$ cat src/source/fetch_pkg.sv
//----------------------------------------------------------
// Fetch stage shared definitions
// Widths, reset address, buffer depth and payload types
//----------------------------------------------------------

package fetch_pkg;

  // Address and instruction widths
  localparam int addr_bits = 32;
  localparam int inst_bits = 32;

  // First fetch address after reset
  localparam logic [addr_bits-1:0] reset_pc = 32'h0000_0200;

  // Buffer capacity, also the cap on outstanding requests
  localparam int buf_depth = 4;
  localparam int cnt_bits  = 3;
  localparam int ptr_bits  = 2;

  typedef logic [addr_bits-1:0] addr_t;
  typedef logic [inst_bits-1:0] inst_t;

  // Occupancy count, and a wider sum of two counts
  typedef logic [cnt_bits-1:0] cnt_t;
  typedef logic [cnt_bits:0]   credit_t;

  // Instruction buffer entry, pc in the upper half
  typedef struct packed {
    addr_t pc;
    inst_t inst;
  } fetch_entry_t;

  // In-flight tag, one per issued request
  typedef struct packed {
    addr_t pc;
    logic  epoch;
  } tag_entry_t;

endpackage

$ cat src/source/fetch_ctrl.sv
//----------------------------------------------------------
// Fetch control
// Request issue against credits, response sorting by epoch,
// squash sequencing and decode handshake
//----------------------------------------------------------

module fetch_ctrl (
  input  logic            clk,
  input  logic            rst,
  input  logic            squash,
  input  logic            imem_req_rdy,
  input  logic            imem_resp_val,
  input  logic            tag_epoch,
  input  logic            epoch,
  input  fetch_pkg::cnt_t buf_count,
  input  fetch_pkg::cnt_t inflight_count,
  input  logic            f_d_val,
  input  logic            f_d_rdy,
  output logic            imem_req_val,
  output logic            issue,
  output logic            redirect,
  output logic            flush_buf,
  output logic            tag_push,
  output logic            tag_pop,
  output logic            buf_push,
  output logic            buf_pop
);

  //----------------------------------------------------------
  // Run flag
  //----------------------------------------------------------

  // Low through reset, high from the first cycle after
  logic active;

  always_ff @(posedge clk) begin
    if (rst) begin
      active <= 1'b0;
    end else begin
      active <= 1'b1;
    end
  end

  //----------------------------------------------------------
  // Credits
  //----------------------------------------------------------

  fetch_pkg::credit_t credits_used;
  logic               credit_ok;

  // Every slot is either in flight or buffered
  assign credits_used = fetch_pkg::credit_t'(inflight_count)
                      + fetch_pkg::credit_t'(buf_count);

  // Space is reserved before the request goes out
  assign credit_ok = (credits_used < fetch_pkg::credit_t'(fetch_pkg::buf_depth));

  //----------------------------------------------------------
  // Request issue
  //----------------------------------------------------------

  // Offer whenever a slot is free and no squash this cycle.
  // Credits only shrink while stalled, so the offer holds.
  assign imem_req_val = active && credit_ok && !squash;

  // Accepted request
  assign issue    = imem_req_val && imem_req_rdy;
  assign tag_push = issue;

  //----------------------------------------------------------
  // Response sorting
  //----------------------------------------------------------

  logic epoch_match;
  logic resp_keep;
  logic resp_drop;

  assign epoch_match = (tag_epoch == epoch);

  // Current epoch goes to the buffer
  assign resp_keep = imem_resp_val && epoch_match;
  // Older epoch is stale, only retire its tag
  assign resp_drop = imem_resp_val && !epoch_match;

  // Responses come back in order, one tag each
  assign tag_pop = resp_keep || resp_drop;

  // Push in the squash cycle is cancelled by the flush
  assign buf_push = resp_keep;

  //----------------------------------------------------------
  // Squash and decode handshake
  //----------------------------------------------------------

  // PC reload, epoch flip and buffer flush together
  assign redirect  = squash;
  assign flush_buf = squash;

  // No transfer to decode in the squash cycle
  assign buf_pop = f_d_val && f_d_rdy && !squash;

endmodule

$ cat src/source/fetch_fifo.sv
//----------------------------------------------------------
// Fetch FIFO
// Circular buffer with fall-through head, flush and count
//----------------------------------------------------------

module fetch_fifo #(
  parameter type payload_t = fetch_pkg::fetch_entry_t
) (
  input  logic            clk,
  input  logic            rst,
  input  logic            flush,
  input  logic            push,
  input  payload_t        push_data,
  input  logic            pop,
  output payload_t        pop_data,
  output logic            not_empty,
  output fetch_pkg::cnt_t count
);

  //----------------------------------------------------------
  // Storage and pointers
  //----------------------------------------------------------

  // Entry array
  payload_t mem [fetch_pkg::buf_depth];

  logic [fetch_pkg::ptr_bits-1:0] wr_ptr;
  logic [fetch_pkg::ptr_bits-1:0] rd_ptr;

  logic full;
  logic do_push;
  logic do_pop;

  assign not_empty = (count != '0);
  assign full      = (count == fetch_pkg::cnt_t'(fetch_pkg::buf_depth));

  // Flush wins over both push and pop
  assign do_pop  = pop && not_empty && !flush;
  // A full FIFO still takes a push when the head leaves
  assign do_push = push && !flush && (!full || do_pop);

  // Head entry visible while not empty
  assign pop_data = mem[rd_ptr];

  //----------------------------------------------------------
  // Write port
  //----------------------------------------------------------

  always_ff @(posedge clk) begin
    if (do_push) begin
      mem[wr_ptr] <= push_data;
    end
  end

  //----------------------------------------------------------
  // Pointer and count update
  //----------------------------------------------------------

  always_ff @(posedge clk) begin
    if (rst || flush) begin
      wr_ptr <= '0;
      rd_ptr <= '0;
      count  <= '0;
    end else begin
      // Pointers wrap on their own since depth is a power of two
      if (do_push) begin
        wr_ptr <= wr_ptr + 1'b1;
      end
      if (do_pop) begin
        rd_ptr <= rd_ptr + 1'b1;
      end
      case ({do_push, do_pop})
        2'b10:   count <= count + 1'b1;
        2'b01:   count <= count - 1'b1;
        // Both or neither leaves occupancy alone
        default: count <= count;
      endcase
    end
  end

endmodule

$ cat src/source/fetch_pc_unit.sv
//----------------------------------------------------------
// Fetch PC unit
// Holds fetch PC and epoch, steps on issue, loads on redirect
//----------------------------------------------------------

module fetch_pc_unit (
  input  logic             clk,
  input  logic             rst,
  input  logic             issue,
  input  logic             redirect,
  input  fetch_pkg::addr_t branch_target,
  output fetch_pkg::addr_t pc,
  output logic             epoch
);

  //----------------------------------------------------------
  // Next PC selection
  //----------------------------------------------------------

  fetch_pkg::addr_t pc_plus4;
  fetch_pkg::addr_t pc_next;
  logic             epoch_next;

  // Sequential step, one word per request
  assign pc_plus4 = pc + fetch_pkg::addr_t'(4);

  always_comb begin
    pc_next    = pc;
    epoch_next = epoch;
    // Redirect beats issue
    if (redirect) begin
      pc_next    = branch_target;
      // New epoch marks older requests as stale
      epoch_next = ~epoch;
    end else if (issue) begin
      pc_next = pc_plus4;
    end
  end

  //----------------------------------------------------------
  // PC and epoch registers
  //----------------------------------------------------------

  always_ff @(posedge clk) begin
    if (rst) begin
      pc    <= fetch_pkg::reset_pc;
      epoch <= 1'b0;
    end else begin
      pc    <= pc_next;
      epoch <= epoch_next;
    end
  end

endmodule

$ cat src/source/fetch_top.sv
//----------------------------------------------------------
// Fetch stage top
// Control, PC unit, in-flight tag FIFO and instruction buffer
//----------------------------------------------------------

module fetch_top (
  input  logic             clk,
  input  logic             rst,

  // Instruction memory
  output logic             imem_req_val,
  input  logic             imem_req_rdy,
  output fetch_pkg::addr_t imem_req_addr,
  input  logic             imem_resp_val,
  input  fetch_pkg::inst_t imem_resp_data,

  // Decode channel
  output logic             f_d_val,
  input  logic             f_d_rdy,
  output fetch_pkg::addr_t f_d_pc,
  output fetch_pkg::inst_t f_d_inst,
  input  logic             squash,
  input  fetch_pkg::addr_t branch_target
);

  //----------------------------------------------------------
  // Internal wires
  //----------------------------------------------------------

  logic issue;
  logic redirect;
  logic flush_buf;
  logic tag_push;
  logic tag_pop;
  logic buf_push;
  logic buf_pop;
  logic epoch;

  fetch_pkg::cnt_t inflight_count;
  fetch_pkg::cnt_t buf_count;

  fetch_pkg::tag_entry_t   tag_head;
  fetch_pkg::fetch_entry_t buf_head;

  // Buffer head goes straight to decode
  assign f_d_pc   = buf_head.pc;
  assign f_d_inst = buf_head.inst;

  //----------------------------------------------------------
  // Control
  //----------------------------------------------------------

  fetch_ctrl u_ctrl (
    .clk            (clk),
    .rst            (rst),
    .squash         (squash),
    .imem_req_rdy   (imem_req_rdy),
    .imem_resp_val  (imem_resp_val),
    .tag_epoch      (tag_head.epoch),
    .epoch          (epoch),
    .buf_count      (buf_count),
    .inflight_count (inflight_count),
    .f_d_val        (f_d_val),
    .f_d_rdy        (f_d_rdy),
    .imem_req_val   (imem_req_val),
    .issue          (issue),
    .redirect       (redirect),
    .flush_buf      (flush_buf),
    .tag_push       (tag_push),
    .tag_pop        (tag_pop),
    .buf_push       (buf_push),
    .buf_pop        (buf_pop)
  );

  // Request address is the fetch PC itself
  fetch_pc_unit u_pc (
    .clk           (clk),
    .rst           (rst),
    .issue         (issue),
    .redirect      (redirect),
    .branch_target (branch_target),
    .pc            (imem_req_addr),
    .epoch         (epoch)
  );

  //----------------------------------------------------------
  // In-flight tags, never flushed so stale ones drain
  //----------------------------------------------------------

  fetch_fifo #(
    .payload_t (fetch_pkg::tag_entry_t)
  ) u_tag_fifo (
    .clk       (clk),
    .rst       (rst),
    .flush     (1'b0),
    .push      (tag_push),
    .push_data ({imem_req_addr, epoch}),
    .pop       (tag_pop),
    .pop_data  (tag_head),
    .not_empty (),
    .count     (inflight_count)
  );

  //----------------------------------------------------------
  // Instruction buffer
  //----------------------------------------------------------

  // Entry pairs the tag pc with the returned word
  fetch_fifo #(
    .payload_t (fetch_pkg::fetch_entry_t)
  ) u_inst_buf (
    .clk       (clk),
    .rst       (rst),
    .flush     (flush_buf),
    .push      (buf_push),
    .push_data ({tag_head.pc, imem_resp_data}),
    .pop       (buf_pop),
    .pop_data  (buf_head),
    .not_empty (f_d_val),
    .count     (buf_count)
  );

endmodule

$ cat config.mk
export PLATFORM = sky130hd
export DESIGN_NAME = fetch_top
export DESIGN_NICKNAME = d
export VERILOG_FILES = /design/src/source/fetch_pkg.sv /design/src/source/fetch_ctrl.sv /design/src/source/fetch_fifo.sv /design/src/source/fetch_pc_unit.sv /design/src/source/fetch_top.sv
export SDC_FILE = /design/constraint.sdc
export NUM_CORES = 1
export LEC_CHECK = 0
export ABC_AREA = 1
export CAP_MARGIN = 10
export CELL_PAD_IN_SITES_DETAIL_PLACEMENT = 0
export CELL_PAD_IN_SITES_GLOBAL_PLACEMENT = 1
export CORE_MARGIN = 1
export CORE_UTILIZATION = 51
export CTS_CLUSTER_DIAMETER = 150
export CTS_CLUSTER_SIZE = 12
export DETAILED_ROUTE_END_ITERATION = 16
export DONT_BUFFER_PORTS = 1
export GPL_TIMING_DRIVEN = 0
export HOLD_SLACK_MARGIN = 0.05
export PLACE_DENSITY_LB_ADDON = 0.25
export SYNTH_ARGS = -nofsm -noshare
export SYNTH_HDL_FRONTEND = slang
export SYNTH_HIERARCHICAL = 1
export SYNTH_SLANG_ARGS = --single-unit
$ cat constraint.sdc
create_clock -name clk -period 5.2 [get_ports clk]
set_input_delay 0.52 -clock clk [delete_from_list [all_inputs] [get_ports clk]]
set_output_delay 0.52 -clock clk [all_outputs]
set_load 0.05 [all_outputs]
After elaboration in Yosys (flattened, before gate mapping)
Memories as Yosys holds them, arrays and structs flattened. A register that Yosys moved wholly into a read port is not among the register bits.
Index checks and enable logic that the tools add are counted.
{"block": "op_classes", "n_addsub": 10, "n_lt_le_gt_ge": 1, "eq_ne": 7, "mux": 13, "bitwise": 1, "reduce_logical": 26}
{"op": "$mux 32", "count": 2}
{"op": "$add 32x3->32 const B", "count": 1}
{"op": "$logic_and 1x1->1", "count": 13}
{"op": "$pmux 3 s2", "count": 2}
{"op": "$add 2x1->2 const B", "count": 4}
{"op": "$mux 2", "count": 4}
{"op": "$add 3x1->3 const B", "count": 2}
{"op": "$eq 3x3->1 const B", "count": 2}
{"op": "$reduce_bool 2->1", "count": 3}
{"op": "$reduce_bool 3->1", "count": 2}
{"op": "$sub 3x1->3 const B", "count": 2}
{"op": "$mux 1", "count": 5}
{"op": "$add 3x3->4", "count": 1}
{"op": "$eq 2x1->1 const B", "count": 2}
{"op": "$eq 2x2->1 const B", "count": 2}
{"op": "$logic_not 1->1", "count": 4}
{"op": "$logic_or 1x1->1", "count": 4}
{"op": "$lt 4x3->1 const B", "count": 1}
{"op": "$eq 1x1->1", "count": 1}
{"op": "$not 1->1", "count": 1}
{"block": "totals", "ff_bits": 48, "ramBits": 388, "in_bits": 70, "output_inout_bits": 98, "elab_cells": 69, "memories": 2}
{"memory": "u_inst_buf.mem", "depth": 4, "word_bits": 64, "rd": 1, "rd_clocked_by_memory_dff": 1, "wr": 1, "line": "fetch_fifo.sv:25", "source": "payload_t mem [fetch_pkg::buf_depth];"}
{"memory": "u_tag_fifo.mem", "depth": 4, "word_bits": 33, "rd": 1, "rd_clocked_by_memory_dff": 1, "wr": 1, "line": "fetch_fifo.sv:25"}

Depth between registers and ports, before layout
Gate-level depths: netlist of run 1.
{"block": "depth", "ltp_word": 9, "depth_mapped": 16, "mapped_depth_nobuf": 14}

Cells and area by module
The synthesis of run 1 kept the hierarchy.
{"module": "fetch_fifo at u_inst_buf", "instances": 1, "cells_each": 689, "area_each_um2": 9999.6, "seq_area_each_um2": 7867.5}
{"module": "fetch_fifo at u_tag_fifo", "instances": 1, "cells_each": 389, "area_each_um2": 5395.2, "seq_area_each_um2": 4144.0}
{"module": "fetch_pc_unit", "instances": 1, "cells_each": 329, "area_each_um2": 2177.1, "seq_area_each_um2": 660.6}
{"module": "fetch_ctrl", "instances": 1, "cells_each": 23, "area_each_um2": 141.4, "seq_area_each_um2": 20.0}
{"module": "fetch_top", "instances": 1, "cells_each": 1, "area_each_um2": 3.8, "seq_area_each_um2": 0.0}

Least setup slack after synthesis of run 1
No wires, ideal clock.
{"block": "synth_path", "path_kind": "reg2reg", "start": "register (tool-made name)", "end": "memory u_inst_buf/mem[0][0] (netlist name) (enable)", "setup_time_ns": 0.487, "arrival_time_ns": 4.239, "t_required_ns": 4.713, "path_slack_ns": 0.475, "stages_incl_launch_ff": 13, "path_buffers": 2, "period_less_slack_ns": 4.725, "path_cell_list": "dfxtp_1 > inv_2 > buf_4 > buf_2 > nor2_1 > o22ai_1 > inv_1 > o21ai_0 > a21oi_1 > inv_1 > nor2_1 > nand2_1 > nor2_1"}
{"item": "end, declared", "line": "fetch_fifo.sv:25"}

==> results.cfg, run 1 <==
[outcome]
status = finished, final reports clean

[timing]
timing.final.crit_share_pct = 68.14
maxSlewHeadroom_pct = 14.77
rsz0062_at_grt = false
tightest_slew_ns = 1.297
clock_skew_ns = 0.01817
min_period_ns = 3.543
report.final.setup_viol = 0
slew_viol_final = 0
finalHoldViolCount = 0
max_clock_freq_ghz = 0.2822
fin_hold_ws_ns = 0.08016

[finish]
antennaDiodeCount = 0
nets = 1573
nFillCells = 2765
syn_to_final_growth_pct = 11.80
final-seq-area_um2 = 12690
multiInputGateArea_um2 = 4392
final_util_pct = 58.49
drive_gt1_share_pct = 10.77

[cts]
cts_root_buffer = clkbuf_16
cts_resized = 0
clock_latency_ns = 0.53
cts_sinks = 440
clk_path_buf_depth = 3
cts_setup_buffers = 0
numCtsBuffers = 42
cts_tree = done
clk_pin_slew_ns = 0.06
cts.htree.levels = 2
cts_hold_buf = 1

[setup_path]
worst-path-max-fanout = 25
cp_slowest_cell = nor2_4
required_ns = 5.42
slowest_delay_ns = 0.69
path_delay_family = simple AND/OR/NAND/NOR gates
path_class = reg2reg
end_kind = flip-flop
worstPathArrival_ns = 3.77
r2r_setup_slack_ns = 1.66
crit_buf_inv = 4
cp_cell_sequence = clkbuf_1 > o21ai_0 > o22ai_1 > inv_1 > a21oi_1 > inv_1 > nor2_1 > nand2_1 > nor2_4 > buf_12
crit_top_cell = inv_1
cp-start-kind = flip-flop

[worst_hold_path]
hp-class = in2reg

[synth]
ys_seq_area_share_pct = 71.64
netlist_area_um2 = 17720
synth_top_cell_area_share_pct = 65.76
synth_area_per_cell_um2 = 12.38
synth_top_cell_by_area = edfxtp_1
async_flop_share_pct = 0
synth_ff_type = edfxtp_1
synthCells = 1431
yosys_warnings = 6
synth_commonest_cells = edfxtp_1 (388), nor2_1 (256), o21ai_0 (144)
synth.most_common_cell = edfxtp_1
ys_types = 40
synth_edf_count = 388
synth_area_leaders = edfxtp_1 (66%), dfxtp_1 (5.9%), nor2_1 (5.4%), o21ai_0 (4.1%), o22ai_1 (3.4%)
synth_seq_cells = 440

[routing]
drcViolationCount = 0
drt_iter0_markers = 851
ant_nets = 0
via_per_inst = 5.561
drt_wl_total_mm = 40.10
num_vias = 10910
wl_per_cell_um = 20.45
dr.pass1.iters = 5

[floorplanning]
fp.coreArea_um2 = 33870
start_util_pct = 52.31
die_h_um = 188.4
ios = 168
die_w_um = 188.4
num_rows = 67
dieArea_um2 = 35490

[grt]
gr-usage-all-layers_pct = 22.44
grt_pass1_vias = 10640
antenna_found_initial = 0
grt_max_degree = 30
grt_pass1_wl_mm = 60.72
gr-total-overflow = 0

[place]
port_buffers = 0
hpwl_mm = 26.38
place_congestion = 0.8186

[pwr]
ir_drop_mv = 0.2045
leakage_nw = 6.491
p_per_area_nw_per_um2 = 352.5

[run]
cap_violations = 0
==> cells in the final DEF (no fill, tap or decap), drive strengths merged, types with 3 or more instances in the layout <==
cell    synthesis  layout
o21ai         207     207
a22oi          19      19
o21bai          4       4
and2            3       3
xor2            4       4
conb            1       3
a31oi           5       5
inv            64      65
nand2         126     126
xnor2           3       3
dfxtp          52      52
a21oi          37      37
edfxtp        388     388
ha             11      11
o22ai          97      97
buf            40      52
nor2          276     276
nand3          44      44
clkbuf         36     101
==> where the power goes <==
group	internal, mW	leakage [nW]	switching [mW]
sequential	3.89	3.91	0.111
clock	1.57	0.575	1.19
combinational	0.0541	2.01	0.172
==> stage by stage <==
stage	cells	TNS, ns	power [mW]	worst slack, ns	instance area (um^2)
6_report	1961	0	6.981	1.657	19810
5_1_grt	1961	0	7.189	1.408	19810
4_1_cts	1961	0	7.043	1.600	19810
3_5_place_dp	1893	0	4.299	1.612	18600
3_3_place_gp	1881	-533.83	4.291	-2.151	18290
2_1_floorplan	1433	0	4.224	0.4747	17720
==> state kept, by name, summed over array words and instances (netlist names), 2 cells and up, named ones only <==
signal	cells
u_inst_buf/count	3
u_inst_buf/mem	256
u_inst_buf/rd_ptr	2
u_inst_buf/wr_ptr	2
u_pc/pc	32
u_tag_fifo/count	3
u_tag_fifo/mem	132
u_tag_fifo/rd_ptr	2
u_tag_fifo/wr_ptr	2
==> cell families (layout without fill, tap and decap cells) <==
| group | after synthesis | count (layout) | synth area share [%] |
|---|---|---|---|
| compound gates | 374 | 374 | 11.77 |
| xor+xnor | 7 | 7 | 0.3461 |
| fa+ha+maj | 13 | 13 | 1.003 |
| buf+inv | 140 | 220 | 3.955 |
| flops | 440 | 440 | 71.64 |
| other cells | 1 | 3 | 0.02117 |
| simple gates | 456 | 456 | 11.27 |
==> per-layer routing <==
layer	wire length (um)	vias to the layer above	global-route usage, %	share of wire, %
li1	-	5276	-	-
met1	17250	5226	29.55	43
met2	19480	337	38.23	49
met3	2458	66	3.949	6.1
met4	906	0	6.452	2.3
met5	0	-	0	0
==> cell type report <==
class,count,share of cell area (%)
flip-flops and latches,440,64.08
multi-input cells,853,22.17
clock buffers,65,5.849
well taps,448,2.830
plain buffers,76,2.325
repair buffers,13,1.339
inverters,64,1.213
clock inverters,2,0.1958
==> worst paths after layout <==
| check | startpoint | end | cells past startpoint |
|---|---|---|---|
| worst max-delay path | flip-flop | u_inst_buf/mem[1][28] | 10 |
| worst min-delay path | imem_resp_data[12] | u_inst_buf/mem[0][12] | 0 |
| worst max register to register | flip-flop | u_inst_buf/mem[1][28] | 10 |
| worst min register to register | u_tag_fifo/rd_ptr[1] | u_tag_fifo/rd_ptr[1] | 2 |
(Power assumes the default switching activity.)
==> run 2, diff against run 1 <==
- clock period: 5.2 -> 3.7 ns (I/O delays scaled with it)
==> results.cfg, run 2 (synthesis gave the netlist of run 1 again) <==
[worst_hold_path]
min-delay-start = rst
hp-class = in2reg

[pwr]
ir_drop_mv = 0.2879
leakage_nw = 6.720
p_per_area_nw_per_um2 = 486.1

[timing]
clock_skew_ns = 0.01964
max_clock_freq_ghz = 0.2871
tightest_slew_ns = 1.286
rsz0062_at_grt = false
finalHoldViolCount = 0
maxSlewHeadroom_pct = 15.52
report.final.setup_viol = 0
tns_ns = 0
min_period_ns = 3.483
slew_viol_final = 0
timing.final.crit_share_pct = 94.14

[run]
cap_violations = 0

[finish]
final_cell_mix = edfxtp_1 (388), nor2_1 (248), o21ai_0 (144)
final_util_pct = 60.02
final_common_cell = edfxtp_1
finalNonFillerCells = 2013
syn_to_final_growth_pct = 14.73
regMostFlops = u_inst_buf/mem
nFillCells = 2714
largest_reg_flops = 256
nets = 1625
largest_registers = u_inst_buf/mem: 256 flops, u_tag_fifo/mem: 132 flops, u_pc/pc: 32 flops
drive_gt1_share_pct = 11.05
antennaDiodeCount = 0
multiInputGateArea_um2 = 4398
final-seq-area_um2 = 12690
final_area_um2 = 20330

[cts]
numCtsBuffers = 42
clk_pin_slew_ns = 0.06
cts_root_buffer = clkbuf_16
clock_latency_ns = 0.53
cts.htree.levels = 2
cts_tree = done
cts_sinks = 440
clk_path_buf_depth = 3

[floorplanning]
start_util_pct = 52.31
num_rows = 67
dieArea_um2 = 35490
die_h_um = 188.4
die_w_um = 188.4
ios = 168
fp.coreArea_um2 = 33870

[routing]
drt_iter0_markers = 868
drt_wl_total_mm = 41.02
dr.pass1.iters = 5
drcViolationCount = 0
via_per_inst = 5.556
num_vias = 11190
wl_per_cell_um = 20.38
ant_nets = 0

[grt]
antenna_found_initial = 0
grt_max_degree = 30
grt_pass1_wl_mm = 61.49
gr-usage-all-layers_pct = 22.67
grt_pass1_vias = 10850
gr-total-overflow = 0

[place]
dpl_cell_area_um2 = 18600
place_congestion = 0.8186
dp.cells = 1893
hpwl_mm = 26.38
port_buffers = 0

[setup_path]
end_kind = flip-flop
path_class = reg2reg
cp-start-kind = flip-flop
worst-path-max-fanout = 28
required_ns = 3.92
worstPathArrival_ns = 3.70

[outcome]
status = finished, final reports clean
## run 2: worst max-delay path, stage by stage, from the launching register on
cell and delay (ns):
dfxtp_1 0.50, clkbuf_1 0.46, o21ai_0 0.19, o22ai_1 0.23, inv_1 0.08, a21oi_1 0.19, inv_1 0.06, nor2_1 0.19
nand2_1 0.44, nor2_4 0.52, buf_12 0.27
## run 2: per-stage QoR
| step | hold slack, ns | worst slack (ns) | total power, mW |
|---|---|---|---|
| after global placement | 0.4274 | -3.651 | 6.031 |
| after floorplan | 0.4265 | -1.025 | 5.937 |
| final | 0.07034 | 0.2168 | 9.881 |
| after global routing | 0.07443 | 0.01048 | 10.17 |
| after CTS | 0.05062 | 0.1003 | 9.947 |
| after detailed placement | 0.4304 | 0.1115 | 6.042 |
## run 2: where the power goes
part	switching, mW	internal [mW]	total (mW)	leakage [nW]
clock	1.68	2.21	3.89	0.575
combinational	0.264	0.112	0.376	2.24
sequential	0.156	5.46	5.62	3.91
total	2.10	7.78	9.88	6.72
## run 2: path summary, 6_finish.rpt
check                           cells after the start  slack, ns                    end
worst max-delay path                               10       0.22  u_inst_buf/mem[3][26]
worst min-delay path                                3       0.07    u_inst_buf/count[1]
worst max register to register                     10       0.22  u_inst_buf/mem[3][26]
worst min register to register                      2       0.49   u_tag_fifo/rd_ptr[1]
## run 2: timing repair
| action | in CTS | in global routing |
|---|---|---|
| hold buffers | 43 | 0 |
| endpoints found under the hold margin | 139 | 0 |
| setup buffers | 0 | 9 |
| resized for setup | 0 | 0 |
| setup endpoints to repair | 0 | 46 |
## run 2: cell type report
type	count	area share [%]
Buffer	76	2.265
Multi-Input combinational cell	854	21.64
Sequential cell	440	62.44
Tap cell	448	2.758
Clock buffer	65	5.700
Timing Repair Buffer	64	3.829
Clock inverter	2	0.1908
Inverter	64	1.182
## run 2: metal layers
layer,vias up,share of wire (%),global-route usage [%]
li1,5392,-,-
met1,5359,43,30.18
met2,367,49,38.87
met3,67,5.6,3.222
met4,0,2.2,6.452
met5,-,0,0
==> run 3, diff against run 2 <==
--- a/config.mk
+++ b/config.mk
@@ -12,3 +12,3 @@
 export CORE_MARGIN = 1
-export CORE_UTILIZATION = 51
+export CORE_UTILIZATION = 35
 export CTS_CLUSTER_DIAMETER = 150
==> constraint.sdc (replaced) <==
create_clock -name clk -period 3.7 [get_ports clk]
set_input_delay 0.74 -clock clk [delete_from_list [all_inputs] [get_ports clk]]
set_output_delay 0.74 -clock clk [all_outputs]
set_load 0.05 [all_outputs]
==> results.cfg, run 3 (synthesis gave the netlist of run 1 again) <==
[outcome]
status = finished, final reports clean

[grt]
grt_pass1_wl_mm = 66.60
grt_pass1_vias = 10700
gr-total-overflow = 0
gr-usage-all-layers_pct = 17.47
antenna_found_initial = 0
grt_max_degree = 28

[setup_path]
rr_endpoint = u_tag_fifo/mem[2][12]
required_ns = 2.96
crit_end = f_d_pc[31]
rr_startpoint = u_inst_buf/count[1]
worstPathArrival_ns = 2.76
end_kind = output pin
r2r_cells = 10
cp-start-kind = flip-flop
path_class = reg2out
worst-path-max-fanout = 10
r2r_setup_slack_ns = 0.50

[cts]
numCtsBuffers = 42
cts.htree.levels = 2
cts_sinks = 440
cts_tree = done
cts_hold_buf = 0
clk_path_buf_depth = 3
cts_root_buffer = clkbuf_16
clk_pin_slew_ns = 0.06
clock_latency_ns = 0.57

[timing]
setup_ws_ns = 0.1996
finalHoldViolCount = 0
timing.final.crit_share_pct = 94.61
clock_skew_ns = 0.02168
rsz0062_at_grt = false
max_clock_freq_ghz = 0.2857
slew_viol_final = 0
min_period_ns = 3.500
report.final.setup_viol = 0
maxSlewHeadroom_pct = 14.10
tightest_slew_ns = 1.308

[finish]
drive_gt1_share_pct = 12.25
regMostFlops = u_inst_buf/mem
nets = 1594
final_cell_mix = edfxtp_1 (388), nor2_1 (248), o21ai_0 (144)
final_common_cell = edfxtp_1
syn_to_final_growth_pct = 14.45
largest_registers = u_inst_buf/mem: 256 flops, u_tag_fifo/mem: 132 flops, u_pc/pc: 32 flops
largest_reg_flops = 256
antennaDiodeCount = 0

[place]
hpwl_mm = 29.95
place_congestion = 0.7532
place_ws_ns = 0.02924
port_buffers = 0

[pwr]
pwr-share-comb_pct = 3.4
seq_power_share_pct = 57.2
p_int_mw = 7.689
p_per_area_nw_per_um2 = 485.0
power_mw = 9.835
p_sw_share_pct = 21.82
leakage_nw = 6.607
ir_drop_mv = 0.2750
clkPwrFrac_pct = 39.4
p_switching_mw = 2.146

[routing]
ant_nets = 0
drt_wl_total_mm = 45.26
num_vias = 11060
drcViolationCount = 0
dr.pass1.iters = 5
via_per_inst = 5.028
drt_iter0_markers = 703
wl_per_cell_um = 20.58

[floorplanning]
die_h_um = 227.0
ios = 168
die_w_um = 227.0
num_rows = 82
fp.coreArea_um2 = 50070
start_util_pct = 35.39
dieArea_um2 = 51520

[run]
cap_violations = 0

[worst_hold_path]
whs_path_depth = 1
hp-class = in2reg
run 3: what timing repair did:
item / in CTS / in global routing
buffers inserted: 0 / 18
endpoints found under the setup margin: 0 / 177
hold endpoints to repair: 0 / 0
gates resized for setup: 0 / 1
run 3: power by group through the flow:
stage          clock (mW)  sequential, mW  combinational, mW
2_1_floorplan           0            5.69              0.246
3_3_place_gp            0            5.74              0.312
3_5_place_dp            0            5.73              0.330
4_1_cts              4.00            5.63              0.331
5_1_grt              4.19            5.63              0.361
6_report             3.88            5.62              0.334
run 3: metal layers:
metal / GRT usage [%] / share of wire (%)
met1: 22.77 / 44
met2: 29.36 / 48
met3: 3.446 / 5.6
met4: 5.391 / 2.2
met5: 0 / 0
run 3: metrics by stage:
step	cells	instance area (um^2)	setup TNS (ns)	util (%)	hold WS, ns
2_1_floorplan	1433	17720	-262.48	-	0.4581
3_3_place_gp	2105	18570	-1228.38	37.08	0.4818
3_5_place_dp	2121	18920	0	37.78	0.4785
4_1_cts	2181	20090	0	40.12	0.2056
5_1_grt	2199	20280	0	40.50	0.2197
6_report	2199	20280	0	40.50	0.2402
run 3: area by class of cell:
| cell class | count | area, um^2 |
|---|---|---|
| buffer | 76 | 460.4 |
| inverter | 64 | 240.2 |
| clock inverter | 4 | 63.81 |
| clock buffer | 56 | 1104 |
| fill | 4800 | 29790 |
| sequential | 440 | 12690 |
| tap | 672 | 840.8 |
| timing repair buffer | 34 | 478.0 |
| multi-input combinational | 853 | 4398 |
run 3: critical path, cell delays in order (launching register included):
cell	delay (ns)
dfxtp_1	0.39
buf_4	0.23
clkbuf_1	0.43
o21ai_0	0.16
o22ai_1	0.98
run 3: how the worst min path moves through the flow:
stage,from,end,slack (ns)
finish,rst,u_ctrl/active,0.24
global route,rst,u_ctrl/active,0.22
CTS,rst,u_ctrl/active,0.21
detailed placement,u_tag_fifo/rd_ptr[1],u_tag_fifo/rd_ptr[1],0.48
global placement,u_tag_fifo/rd_ptr[1],u_tag_fifo/rd_ptr[1],0.48
floorplan,u_tag_fifo/rd_ptr[1],flip-flop,0.46
